## config.mk

```make
export PLATFORM = sky130hd
export DESIGN_NAME = opn_phase_top
export DESIGN_NICKNAME = d
export VERILOG_FILES = /design/src/common/opn_pkg.sv /design/src/source/slot_ring.sv /design/src/source/slot_timer.sv /design/src/regs/apb_slot_regs.sv /design/src/phase/phase_step.sv /design/src/phase/phase_gen.sv /design/src/source/slot_out.sv /design/src/source/opn_phase_top.sv
export SDC_FILE = /design/constraint.sdc
export NUM_CORES = 1
export LEC_CHECK = 0
export CAP_MARGIN = 25
export CORE_MARGIN = 2
export CORE_UTILIZATION = 68
export DETAILED_ROUTE_END_ITERATION = 16
export DONT_BUFFER_PORTS = 1
export GPL_TIMING_DRIVEN = 1
export PLACE_DENSITY = 0.92
export SLEW_MARGIN = 20
export SYNTH_ARGS = -nofsm -noshare
export SYNTH_HDL_FRONTEND = slang
export SYNTH_SLANG_ARGS = --single-unit
```

## constraint.sdc

```tcl
create_clock -name clk -period 34.8 [get_ports clk]
set_input_delay 3.48 -clock clk [delete_from_list [all_inputs] [get_ports clk]]
set_output_delay 3.48 -clock clk [all_outputs]
set_load 0.05 [all_outputs]
```

## src/common/opn_pkg.sv

```systemverilog
package opn_pkg;

	// Phase accumulator width. The top bits of the phase would address
	// the sine table in a full operator, which is not part of this block.
	localparam int PHASE_W = 20;

	// Slot numbers cover up to 32 slots, enough for the 24 of the chip.
	localparam int SLOT_W = 5;

	typedef logic [PHASE_W-1:0] phase_t;

	typedef logic [SLOT_W-1:0] slot_idx_t;

	// Per-slot frequency setting.
	// The field order mirrors the APB data layout, with mult on top.
	typedef struct packed {
		logic [3:0] mult;
		logic [2:0] block;
		logic [10:0] fnum;
	} slot_cfg_t;

	// One record of the output stream, a slot number and its new phase.
	typedef struct packed {
		slot_idx_t slot;
		phase_t phase;
	} slot_rec_t;

	// Bit positions of the configuration fields in pwdata and prdata.
	localparam int FNUM_LSB = 0;
	localparam int FNUM_MSB = 10;
	localparam int BLOCK_LSB = 11;
	localparam int BLOCK_MSB = 13;
	localparam int MULT_LSB = 14;
	localparam int MULT_MSB = 17;

	// The slot number sits in paddr above the byte offset.
	localparam int ADDR_SLOT_LSB = 2;
	localparam int ADDR_SLOT_MSB = 6;

endpackage

```

## src/source/slot_ring.sv

```systemverilog
`timescale 1ns/1ps

module slot_ring #(
	parameter int SLOTS = 24,
	parameter type payload_t = logic [7:0]
) (
	input logic clk,
	input logic reset,
	input logic clk_en,
	input payload_t din,
	output payload_t tail
);

	// Stage 0 is the head, stage SLOTS-1 is the tail.
	// A record written at the head comes out at the tail SLOTS enables later,
	// so the tail always belongs to the slot the timer is pointing at.
	payload_t stage [SLOTS];

	always_ff @(posedge clk) begin
		if (reset) begin
			for (int i = 0; i < SLOTS; i++) begin
				stage[i] <= '0;
			end
		end else if (clk_en) begin
			// The whole ring moves one slot per enable and never between enables.
			stage[0] <= din;
			for (int i = 1; i < SLOTS; i++) begin
				stage[i] <= stage[i-1];
			end
		end
	end

	assign tail = stage[SLOTS-1];

	// The two rings only line up if neither moves off the enable.
	// A stray shift would pair one slot's phase with another slot's settings.
	a_tail_only_on_enable: assert property (
		@(posedge clk) disable iff (reset)
		!clk_en |=> $stable(tail)
	) else $error("slot ring tail moved without clk_en");

endmodule

```

## src/source/slot_timer.sv

```systemverilog
`timescale 1ns/1ps

module slot_timer import opn_pkg::*; #(
	parameter int SLOTS = 24,
	parameter int PRESCALE = 4
) (
	input logic clk,
	input logic reset,
	output logic clk_en,
	output slot_idx_t slot
);

	// A width of one bit still works when PRESCALE is 1.
	localparam int PW = (PRESCALE > 1) ? $clog2(PRESCALE) : 1;

	logic [PW-1:0] pre_cnt;

	// The enable is the last count of the prescaler, one clk wide.
	assign clk_en = (pre_cnt == PW'(PRESCALE - 1));

	always_ff @(posedge clk) begin
		if (reset) begin
			pre_cnt <= '0;
			slot <= '0;
		end else if (clk_en) begin
			pre_cnt <= '0;
			// Slot numbers run 0 to SLOTS-1 and then start a new frame.
			if (slot == slot_idx_t'(SLOTS - 1)) begin
				slot <= '0;
			end else begin
				slot <= slot + 1'b1;
			end
		end else begin
			pre_cnt <= pre_cnt + 1'b1;
		end
	end

	a_slot_in_range: assert property (
		@(posedge clk) disable iff (reset)
		int'(slot) < SLOTS
	) else $error("slot counter left the range 0 to SLOTS-1");

endmodule

```

## src/regs/apb_slot_regs.sv

```systemverilog
`timescale 1ns/1ps

module apb_slot_regs import opn_pkg::*; #(
	parameter int SLOTS = 24
) (
	input logic clk,
	input logic reset,
	input logic clk_en,
	input slot_idx_t slot,
	input logic psel,
	input logic penable,
	input logic pwrite,
	input logic [6:0] paddr,
	input logic [31:0] pwdata,
	output logic [31:0] prdata,
	output logic pready,
	output logic pslverr,
	output slot_cfg_t cfg
);

	// The settings are not held in an addressable array.
	// They circulate in a ring, and a transfer waits until its slot is at the tail.
	slot_idx_t tgt;
	logic tgt_ok;
	logic access;
	logic slot_hit;
	logic wr_hit;
	slot_cfg_t wr_cfg;
	slot_cfg_t head;
	slot_cfg_t tail;

	// Word addresses, so the two low address bits play no part in the decode.
	assign tgt = paddr[ADDR_SLOT_MSB:ADDR_SLOT_LSB];
	assign tgt_ok = (int'(tgt) < SLOTS);

	// The access phase is the second and later cycles of a transfer.
	assign access = psel && penable;

	// The target slot is at the tail only on the enable that will shift it out.
	assign slot_hit = access && tgt_ok && clk_en && (slot == tgt);
	assign wr_hit = slot_hit && pwrite;

	// Unpack the write data into the configuration fields.
	always_comb begin
		wr_cfg.fnum = pwdata[FNUM_MSB:FNUM_LSB];
		wr_cfg.block = pwdata[BLOCK_MSB:BLOCK_LSB];
		wr_cfg.mult = pwdata[MULT_MSB:MULT_LSB];
	end

	// Normally the tail record goes back in at the head unchanged.
	// A matching write replaces it for this one pass.
	assign head = wr_hit ? wr_cfg : tail;

	slot_ring #(
		.SLOTS(SLOTS),
		.payload_t(slot_cfg_t)
	) cfg_ring_i (
		.clk(clk),
		.reset(reset),
		.clk_en(clk_en),
		.din(head),
		.tail(tail)
	);

	// A bad slot ends at once with an error.
	// A good slot waits for its turn at the tail, which can take a full frame.
	assign pready = access && (!tgt_ok || slot_hit);
	assign pslverr = access && !tgt_ok;

	// Read data is the tail record, laid out like the write data.
	always_comb begin
		prdata = '0;
		if (access && !pwrite && tgt_ok) begin
			prdata[FNUM_MSB:FNUM_LSB] = tail.fnum;
			prdata[BLOCK_MSB:BLOCK_LSB] = tail.block;
			prdata[MULT_MSB:MULT_LSB] = tail.mult;
		end
	end

	// The phase generator sees the settings before any write merge.
	// A new setting therefore takes effect on the slot's next pass.
	assign cfg = tail;

	// A completion must belong to a transfer that went through its setup cycle.
	a_pready_in_access: assert property (
		@(posedge clk) disable iff (reset)
		pready |-> (psel && penable && $past(psel))
	) else $error("pready outside an APB access phase");

endmodule

```

## src/phase/phase_step.sv

```systemverilog
`timescale 1ns/1ps

module phase_step import opn_pkg::*; (
	input slot_cfg_t cfg,
	output phase_t step
);

	// The block is an octave shift on the frequency number.
	// fnum is 11 bits and block goes up to 7, so 18 bits hold every shift.
	logic [17:0] shifted;

	// One bit is dropped after the shift, leaving a 17-bit base.
	logic [16:0] base;

	logic [19:0] prod;

	assign shifted = 18'(cfg.fnum) << cfg.block;
	assign base = shifted[17:1];

	// Multiplier values 1 to 15 scale the base directly.
	// The top of a large product falls off at the phase width.
	assign prod = 20'(base) * 20'(cfg.mult);

	// A multiplier of zero stands for one half.
	assign step = (cfg.mult == 4'd0) ? phase_t'(base >> 1) : prod;

endmodule

```

## src/phase/phase_gen.sv

```systemverilog
`timescale 1ns/1ps

module phase_gen import opn_pkg::*; #(
	parameter int SLOTS = 24
) (
	input logic clk,
	input logic reset,
	input logic clk_en,
	input slot_idx_t slot,
	input slot_cfg_t cfg,
	output slot_rec_t rec
);

	// All slots share this one adder.
	// Each slot gets it on the enable where its phase is at the ring tail.
	phase_t ph_tail;
	phase_t ph_sum;
	phase_t step;

	phase_step phase_step_i (
		.cfg(cfg),
		.step(step)
	);

	// The sum wraps at 2^20, which is how the phase rolls over a full cycle.
	assign ph_sum = ph_tail + step;

	// The phase ring shifts on the same enables as the settings ring.
	// Its tail and cfg therefore always describe the same slot.
	slot_ring #(
		.SLOTS(SLOTS),
		.payload_t(phase_t)
	) phase_ring_i (
		.clk(clk),
		.reset(reset),
		.clk_en(clk_en),
		.din(ph_sum),
		.tail(ph_tail)
	);

	// The record carries the updated phase, the same value that enters the head.
	always_comb begin
		rec.slot = slot;
		rec.phase = ph_sum;
	end

endmodule

```

## src/source/slot_out.sv

```systemverilog
`timescale 1ns/1ps

module slot_out import opn_pkg::*; #(
	parameter int SLOTS = 24
) (
	input logic clk,
	input logic reset,
	input logic clk_en,
	input slot_rec_t rec,
	output slot_rec_t out_rec,
	output logic out_valid,
	output logic frame
);

	// Next slot number the stream should carry.
	slot_idx_t exp_slot;

	// The record is only meaningful while out_valid is high.
	always_ff @(posedge clk) begin
		if (clk_en) begin
			out_rec <= rec;
		end
	end

	// One strobe per enable, a clk after the enable that made the record.
	// The frame marker flags the last slot so a consumer can find slot 0.
	always_ff @(posedge clk) begin
		if (reset) begin
			out_valid <= 1'b0;
			frame <= 1'b0;
		end else begin
			out_valid <= clk_en;
			frame <= clk_en && (rec.slot == slot_idx_t'(SLOTS - 1));
		end
	end

	always_ff @(posedge clk) begin
		if (reset) begin
			exp_slot <= '0;
		end else if (out_valid) begin
			exp_slot <= (out_rec.slot == slot_idx_t'(SLOTS - 1)) ? '0 : out_rec.slot + 1'b1;
		end
	end

	// The stream starts at slot 0 after reset and never skips or repeats a slot.
	// A gap here means the timer and the rings have fallen out of step.
	a_slot_order: assert property (
		@(posedge clk) disable iff (reset)
		out_valid |-> (out_rec.slot == exp_slot)
	) else $error("output slot %0d out of order, expected %0d", out_rec.slot, exp_slot);

endmodule

```

## src/source/opn_phase_top.sv

```systemverilog
`timescale 1ns/1ps

module opn_phase_top import opn_pkg::*; #(
	parameter int SLOTS = 24,
	parameter int PRESCALE = 4
) (
	input logic clk,
	input logic reset,
	input logic psel,
	input logic penable,
	input logic pwrite,
	input logic [6:0] paddr,
	input logic [31:0] pwdata,
	output logic [31:0] prdata,
	output logic pready,
	output logic pslverr,
	output slot_rec_t out_rec,
	output logic out_valid,
	output logic frame
);

	logic clk_en;
	slot_idx_t slot;
	slot_cfg_t cfg;
	slot_rec_t rec;

	// The timer paces every block, one slot per enable.
	slot_timer #(
		.SLOTS(SLOTS),
		.PRESCALE(PRESCALE)
	) slot_timer_i (
		.clk(clk),
		.reset(reset),
		.clk_en(clk_en),
		.slot(slot)
	);

	apb_slot_regs #(
		.SLOTS(SLOTS)
	) apb_slot_regs_i (
		.clk(clk),
		.reset(reset),
		.clk_en(clk_en),
		.slot(slot),
		.psel(psel),
		.penable(penable),
		.pwrite(pwrite),
		.paddr(paddr),
		.pwdata(pwdata),
		.prdata(prdata),
		.pready(pready),
		.pslverr(pslverr),
		.cfg(cfg)
	);

	phase_gen #(
		.SLOTS(SLOTS)
	) phase_gen_i (
		.clk(clk),
		.reset(reset),
		.clk_en(clk_en),
		.slot(slot),
		.cfg(cfg),
		.rec(rec)
	);

	slot_out #(
		.SLOTS(SLOTS)
	) slot_out_i (
		.clk(clk),
		.reset(reset),
		.clk_en(clk_en),
		.rec(rec),
		.out_rec(out_rec),
		.out_valid(out_valid),
		.frame(frame)
	);

endmodule

```

After elaboration in Yosys (flattened, before gate mapping)
Memory sizes are Yosys's and may differ from the RTL's.
Index checks and enable logic that the tools add are counted.
{"block": "word_totals", "ff_bits": 34, "in_bits": 44, "ramBits": 912, "mem_count": 2, "out_inout_bits": 61}
{"block": "op_classes", "eq_ne": 3, "mul": 1, "n_addsub": 3, "bitwise_logic": 48, "mux": 57, "n_lt_le_gt_ge": 1, "reduce_logical": 15, "shifts": 1}
{"memory": "phase_gen_i.phase_ring_i.stage", "depth": 24, "word_bits": 20, "rd": 24, "rd_ports_with_merged_regs": 0, "wr": 24, "line_no": "slot_ring.sv:17", "source": "payload_t stage [SLOTS];"}
{"memory": "apb_slot_regs_i.cfg_ring_i.stage", "depth": 24, "word_bits": 18, "rd": 24, "rd_ports_with_merged_regs": 0, "wr": 24, "line_no": "slot_ring.sv:17"}
{"op": "20-bit 2-to-1 mux", "n": 25}
{"op": "18-bit 2-to-1 mux", "n": 26}
{"op": "1-bit OR", "n": 48}
{"op": "20-bit adder", "n": 1}
{"op": "17-bit by 4-bit multiplier with 20-bit output", "n": 1}
{"op": "11-bit by 3-bit left shift with 18-bit output", "n": 1}
{"op": "1-bit logical AND", "n": 10}
{"op": "5-bit by 1-bit adder with 5-bit output (second input constant)", "n": 1}
{"op": "5-bit == test", "n": 1}
{"op": "5-bit == test (second input constant)", "n": 1}
{"op": "5-bit less-than comparator (second input constant)", "n": 1}
{"op": "1-bit 2-to-1 mux", "n": 5}
{"op": "5-bit 2-to-1 mux", "n": 1}
{"op": "4-bit logical NOT", "n": 1}
{"op": "2-bit by 1-bit adder with 2-bit output (second input constant)", "n": 1}
{"op": "2-bit == test (second input constant)", "n": 1}
{"op": "1-bit logical NOT", "n": 2}
{"op": "2-bit OR reduction", "n": 1}
{"op": "1-bit logical OR", "n": 1}

Depth between registers and ports, before layout
{"block": "depth", "word_depth": 7, "ltp_mapped": 27, "ltp_nobuf": 26}

Hierarchy
Synthesis repeated with hierarchy kept, for this count alone.
{"block": "hier_totals", "cells_unflattened": 2702, "area_unflattened_um2": 41777.6}
{"mod": "slot_ring (phase_gen_i.phase_ring_i)", "cells_per_inst": 1074, "instances": 1, "seq_area_each_um2": 14413.8, "area_per_inst_um2": 19003.2}
{"mod": "slot_ring (apb_slot_regs_i.cfg_ring_i)", "cells_per_inst": 967, "instances": 1, "seq_area_each_um2": 12972.4, "area_per_inst_um2": 17131.4}
{"mod": "phase_step", "cells_per_inst": 398, "instances": 1, "seq_area_each_um2": 0.0, "area_per_inst_um2": 2880.3}
{"mod": "phase_gen", "cells_per_inst": 137, "instances": 1, "seq_area_each_um2": 0.0, "area_per_inst_um2": 1038.5}
{"mod": "slot_out", "cells_per_inst": 30, "instances": 1, "seq_area_each_um2": 790.8, "area_per_inst_um2": 813.3}
{"mod": "apb_slot_regs", "cells_per_inst": 68, "instances": 1, "seq_area_each_um2": 0.0, "area_per_inst_um2": 601.8}
{"mod": "slot_timer", "cells_per_inst": 28, "instances": 1, "seq_area_each_um2": 140.1, "area_per_inst_um2": 309.0}

Worst setup path before layout
No wires, ideal clock.
{"block": "synth_path", "path_kind": "input to register", "start": "in reset", "end": "mem apb_slot_regs_i.cfg_ring_i.stage[0][0] (netlist bit) (enable)", "setup_slack_ps": 19038, "required_ps": 33889, "arrival_ps": 14850, "path_stages": 3, "cell_sequence": "clkbuf_1 clkbuf_1 or2_2"}
{"element": "from (decl)", "line_no": "opn_phase_top.sv:8", "source": "input logic reset,"}
{"element": "to (decl)", "line_no": "slot_ring.sv:17"}

Final worst setup path
{"block": "layout_path", "start": "in paddr[6]", "end": "out pready"}
{"block": "layout_between", "elab_chain_cells": 6, "word_cells_on_any_way": 8, "cone_classes": "order compare (1); eq/ne (1); reduce/logical (6)"}
{"element": "from (decl)", "line_no": "opn_phase_top.sv:12", "source": "input logic [6:0] paddr,"}
{"element": "5-bit less-than comparator", "line_no": "apb_slot_regs.sv:34", "source": "assign tgt_ok = (int'(tgt) < SLOTS);"}
{"element": "1-bit logical AND (3 in a row)", "line_no": "apb_slot_regs.sv:40", "source": "assign slot_hit = access && tgt_ok && clk_en && (slot == tgt);"}
{"element": "1-bit logical OR *", "line_no": "apb_slot_regs.sv:67", "source": "assign pready = access && (!tgt_ok || slot_hit);"}
{"element": "1-bit logical AND *", "line_no": "apb_slot_regs.sv:67"}
{"element": "to (decl)", "line_no": "opn_phase_top.sv:15", "source": "output logic pready,"}
Mark *: on every way between the ends. The rest lies on a longest branch, timed or not.

==> impl_metrics.py <==
metrics = {
    "synth": {
        "synth.most_common_cell": "edfxtp_1",
        "synthTopCellsByCount": "edfxtp_1, and2_1, nor2b_1",
        "synth_top_family_by_area": "simple AND/OR/NAND/NOR gates",
        "synth_ff_type": "edfxtp_1",
        "synth_compound_area_frac": 0.0207,
        "synth-simple-area-share": 0.175,
        "netlist_instances": 2558,
        "yosysWarnings": 0,
        "avgSynthCellArea_um2": 15.1,
        "ys_seq_area_frac": 0.732,
        "synthXorXnorAreaFrac": 0.00770,
        "ys_top_cells_by_area": "edfxtp_1, and2_1, nor2b_1",
        "synth.top_cell.area_share": 0.727,
        "muxShareOfSynthArea": 0.0116,
        "synth-seq-cells": 946,
        "synth-edff-count": 937,
        "async_flop_share": 0,
        "synth_cell_types": 60,
        "synth_top_area_cell": "edfxtp_1",
        "synth_fa_ha_area_frac": 0.0306,
        "synth_area_um2": 38700,
    },
    "placed_design": {
        "dp.cells": 3201,
        "dp_hpwl_um": 37200,
        "gp_congestion": 0.884,
        "port_buffers": 0,
        "dpl_cell_area_um2": 39200,
    },
    "layout": {
        "fin_cells": 3361,
        "fin_nets": 2658,
        "syn_to_final_growth_pct": 8.66,
        "stdcell_area_um2": 42000,
        "final_layout_size_suffix_gt1_frac": 0.0572,
    },
    "min_path": {
        "hold_class": "flop to flop",
    },
    "power": {
        "seq_power_share": 0.542,
        "total_power_uw": 2550,
        "pwr-share-comb": 0.095,
        "intPower_uw": 1930,
        "leakage_uw": 0.0159,
        "switching_share": 0.242,
        "p_sw_uw": 618,
        "ir_worst_vdd_mv": 0.0571,
        "p_per_area_nw_per_um2": 60.7,
        "p_clk_frac": 0.364,
    },
    "detailed_routing": {
        "viasPerCell": 5.65,
        "drc": 0,
        "post_drt_wl_per_cell_um": 21.1,
        "vias": 19000,
        "routed_wirelength_um": 71000,
        "drt_iter0_drc": 1966,
        "dr.pass1.iters": 5,
        "postRouteAntennaNets": 0,
    },
    "cts": {
        "post_cts_buffers": 0,
        "htree_num_levels": 3,
        "cts_root_buffer": "clkbuf_16",
        "numCtsBuffers": 89,
        "cts_buffer_depth": 3,
        "ctsHoldBuffers": 0,
        "cts.clk_slew.worst_paths_ns": 0.06,
        "cts_resized": 0,
        "cts_tree": "yes",
        "clk_latency_ns": 0.65,
        "cts_sinks": 946,
    },
    "die": {
        "dieHeight_um": 243,
        "dieArea_um2": 58800,
        "fp.dieW_um": 243,
        "start_util": 0.687,
        "num_rows": 87,
        "io_pins": 105,
        "core-area_um2": 56300,
    },
    "worst_setup_path": {
        "end_kind": "output pin",
        "worstSetupPathType": "input port to output pin",
        "cp.arrival_ns": 4.80,
        "crit_path_top_delay_cell": "or2_1",
        "worst-endpoint-required_ns": 31.32,
        "start_kind": "input port",
        "critPathMaxStageDelay_ns": 0.47,
        "cp_cell_sequence": "nor2b_1 -> nor3_1 -> a31oi_1 -> a2111oi_2 -> or2_1",
        "crit_path_max_fanout": 3,
    },
    "sta": {
        "grt_setup_unrepaired": "false",
        "slew_violations": 0,
        "setup_viol": 0,
        "worst_clock_skew_ns": 0.0337,
        "min_period_ns": 8.28,
        "hold_viol": 0,
        "fin_setup_tns_ns": 0,
        "worstMarginPinSlew_ns": 1.05,
        "period_share": 0.238,
        "worst_slew_margin_rel": 0.297,
        "fmax_ghz": 0.121,
    },
    "grt": {
        "grt-ovfl-total": 0,
        "antenna_found_initial": 7,
        "grt_pass1_wl_um": 110000,
        "grt_pass1_vias": 19400,
        "grtUsageTotal": 0.245,
        "grt_max_degree": 250,
    },
    "run_status": {
        "status": "finished clean",
    },
    "flow_run": {
        "max_cap_violations": 0,
    },
}
## logic make-up after synthesis
logic type | count (synthesis)
AO/OA/AOI/OAI | 122
XOR/XNOR | 34
adder cells (fa/ha/maj) | 76
buffers and inverters | 209
flip-flops | 946
multiplexers | 43
other | 1
AND/OR/NAND/NOR | 1127
## path summary, 6_finish.rpt
path	slack, ns	cells past startpoint	end	startpoint
max	26.52	5	pready	paddr[6]
min reg2reg	0.44	1	slot_timer_i.pre_cnt[0]$_SDFF_PP0_	slot_timer_i.pre_cnt[0]$_SDFF_PP0_
max reg2reg	27.53	24	phase_gen_i.phase_ring_i.stage[0][19]$_SDFFCE_PN0P_	apb_slot_regs_i.cfg_ring_i.stage[2][138]$_SDFFCE_PP0P_
min	0.44	1	slot_timer_i.pre_cnt[0]$_SDFF_PP0_	slot_timer_i.pre_cnt[0]$_SDFF_PP0_
## metrics by stage
stage / utilization / hold WS, ns / worst slack [ns]
after floorplan: - / 0.399 / 19.04
after global placement: 0.697 / 0.414 / 26.27
after detailed placement: 0.697 / 0.416 / 26.51
after CTS: 0.746 / 0.443 / 26.51
after global routing: 0.747 / 0.460 / 26.41
final: 0.747 / 0.438 / 26.52
## power groups by stage
stage	logic [uW]	registers, uW	clock network [uW]
5_1_grt	265	1390	975
2_1_floorplan	169	1420	0
6_report	241	1380	928
4_1_cts	240	1380	937
3_5_place_dp	235	1400	0
3_3_place_gp	231	1400	0
## worst max-delay path: cells and delay by family
family	cells	cell delay, ns
AOI/OAI and AO/OA	2	0.51
and+or+nand+nor	3	0.80
## layout by cell type, fill, tap and decap left out, types with 15 or more instances in the layout
cell type,count
clkbuf_1,27
xnor2_1,20
nand2_1,58
a21oi_1,42
edfxtp_1,937
nor2b_1,254
clkbuf_16,89
and2_1,703
inv_1,68
fa_1,31
mux2i_1,36
clkinv_1,18
ha_1,45
nand2b_1,15
nor2_1,49
## area by class of cell
type / instances / area, um2
clock buffer: 121 / 2400
fill: 2865 / 14200
clock inverter: 36 / 318
antenna: 1 / 2.50
tap: 756 / 946
multi-input combinational: 1416 / 9570
sequential: 946 / 28300
inverter: 69 / 267
timing repair buffer: 16 / 210
## flip-flops by register name (all words and copies together), names as in the netlist
| name | count |
|---|---|
| slot_out_i.out_rec | 25 |
| apb_slot_regs_i.cfg_ring_i.stage | 432 |
| slot_timer_i.slot | 5 |
| slot_timer_i.pre_cnt | 2 |
| slot_out_i.out_valid | 1 |
| phase_gen_i.phase_ring_i.stage | 480 |
| slot_out_i.frame | 1 |
## per-layer routing
metal,global-route usage,vias to the layer above,share of wire
li1,-,8758,-
met2,0.405,659,0.50
met3,0.0439,136,0.059
met4,0.0784,0,0.026
met5,0,-,0
met1,0.338,9443,0.42
Note: power is estimated with default switching activity, not from simulation.
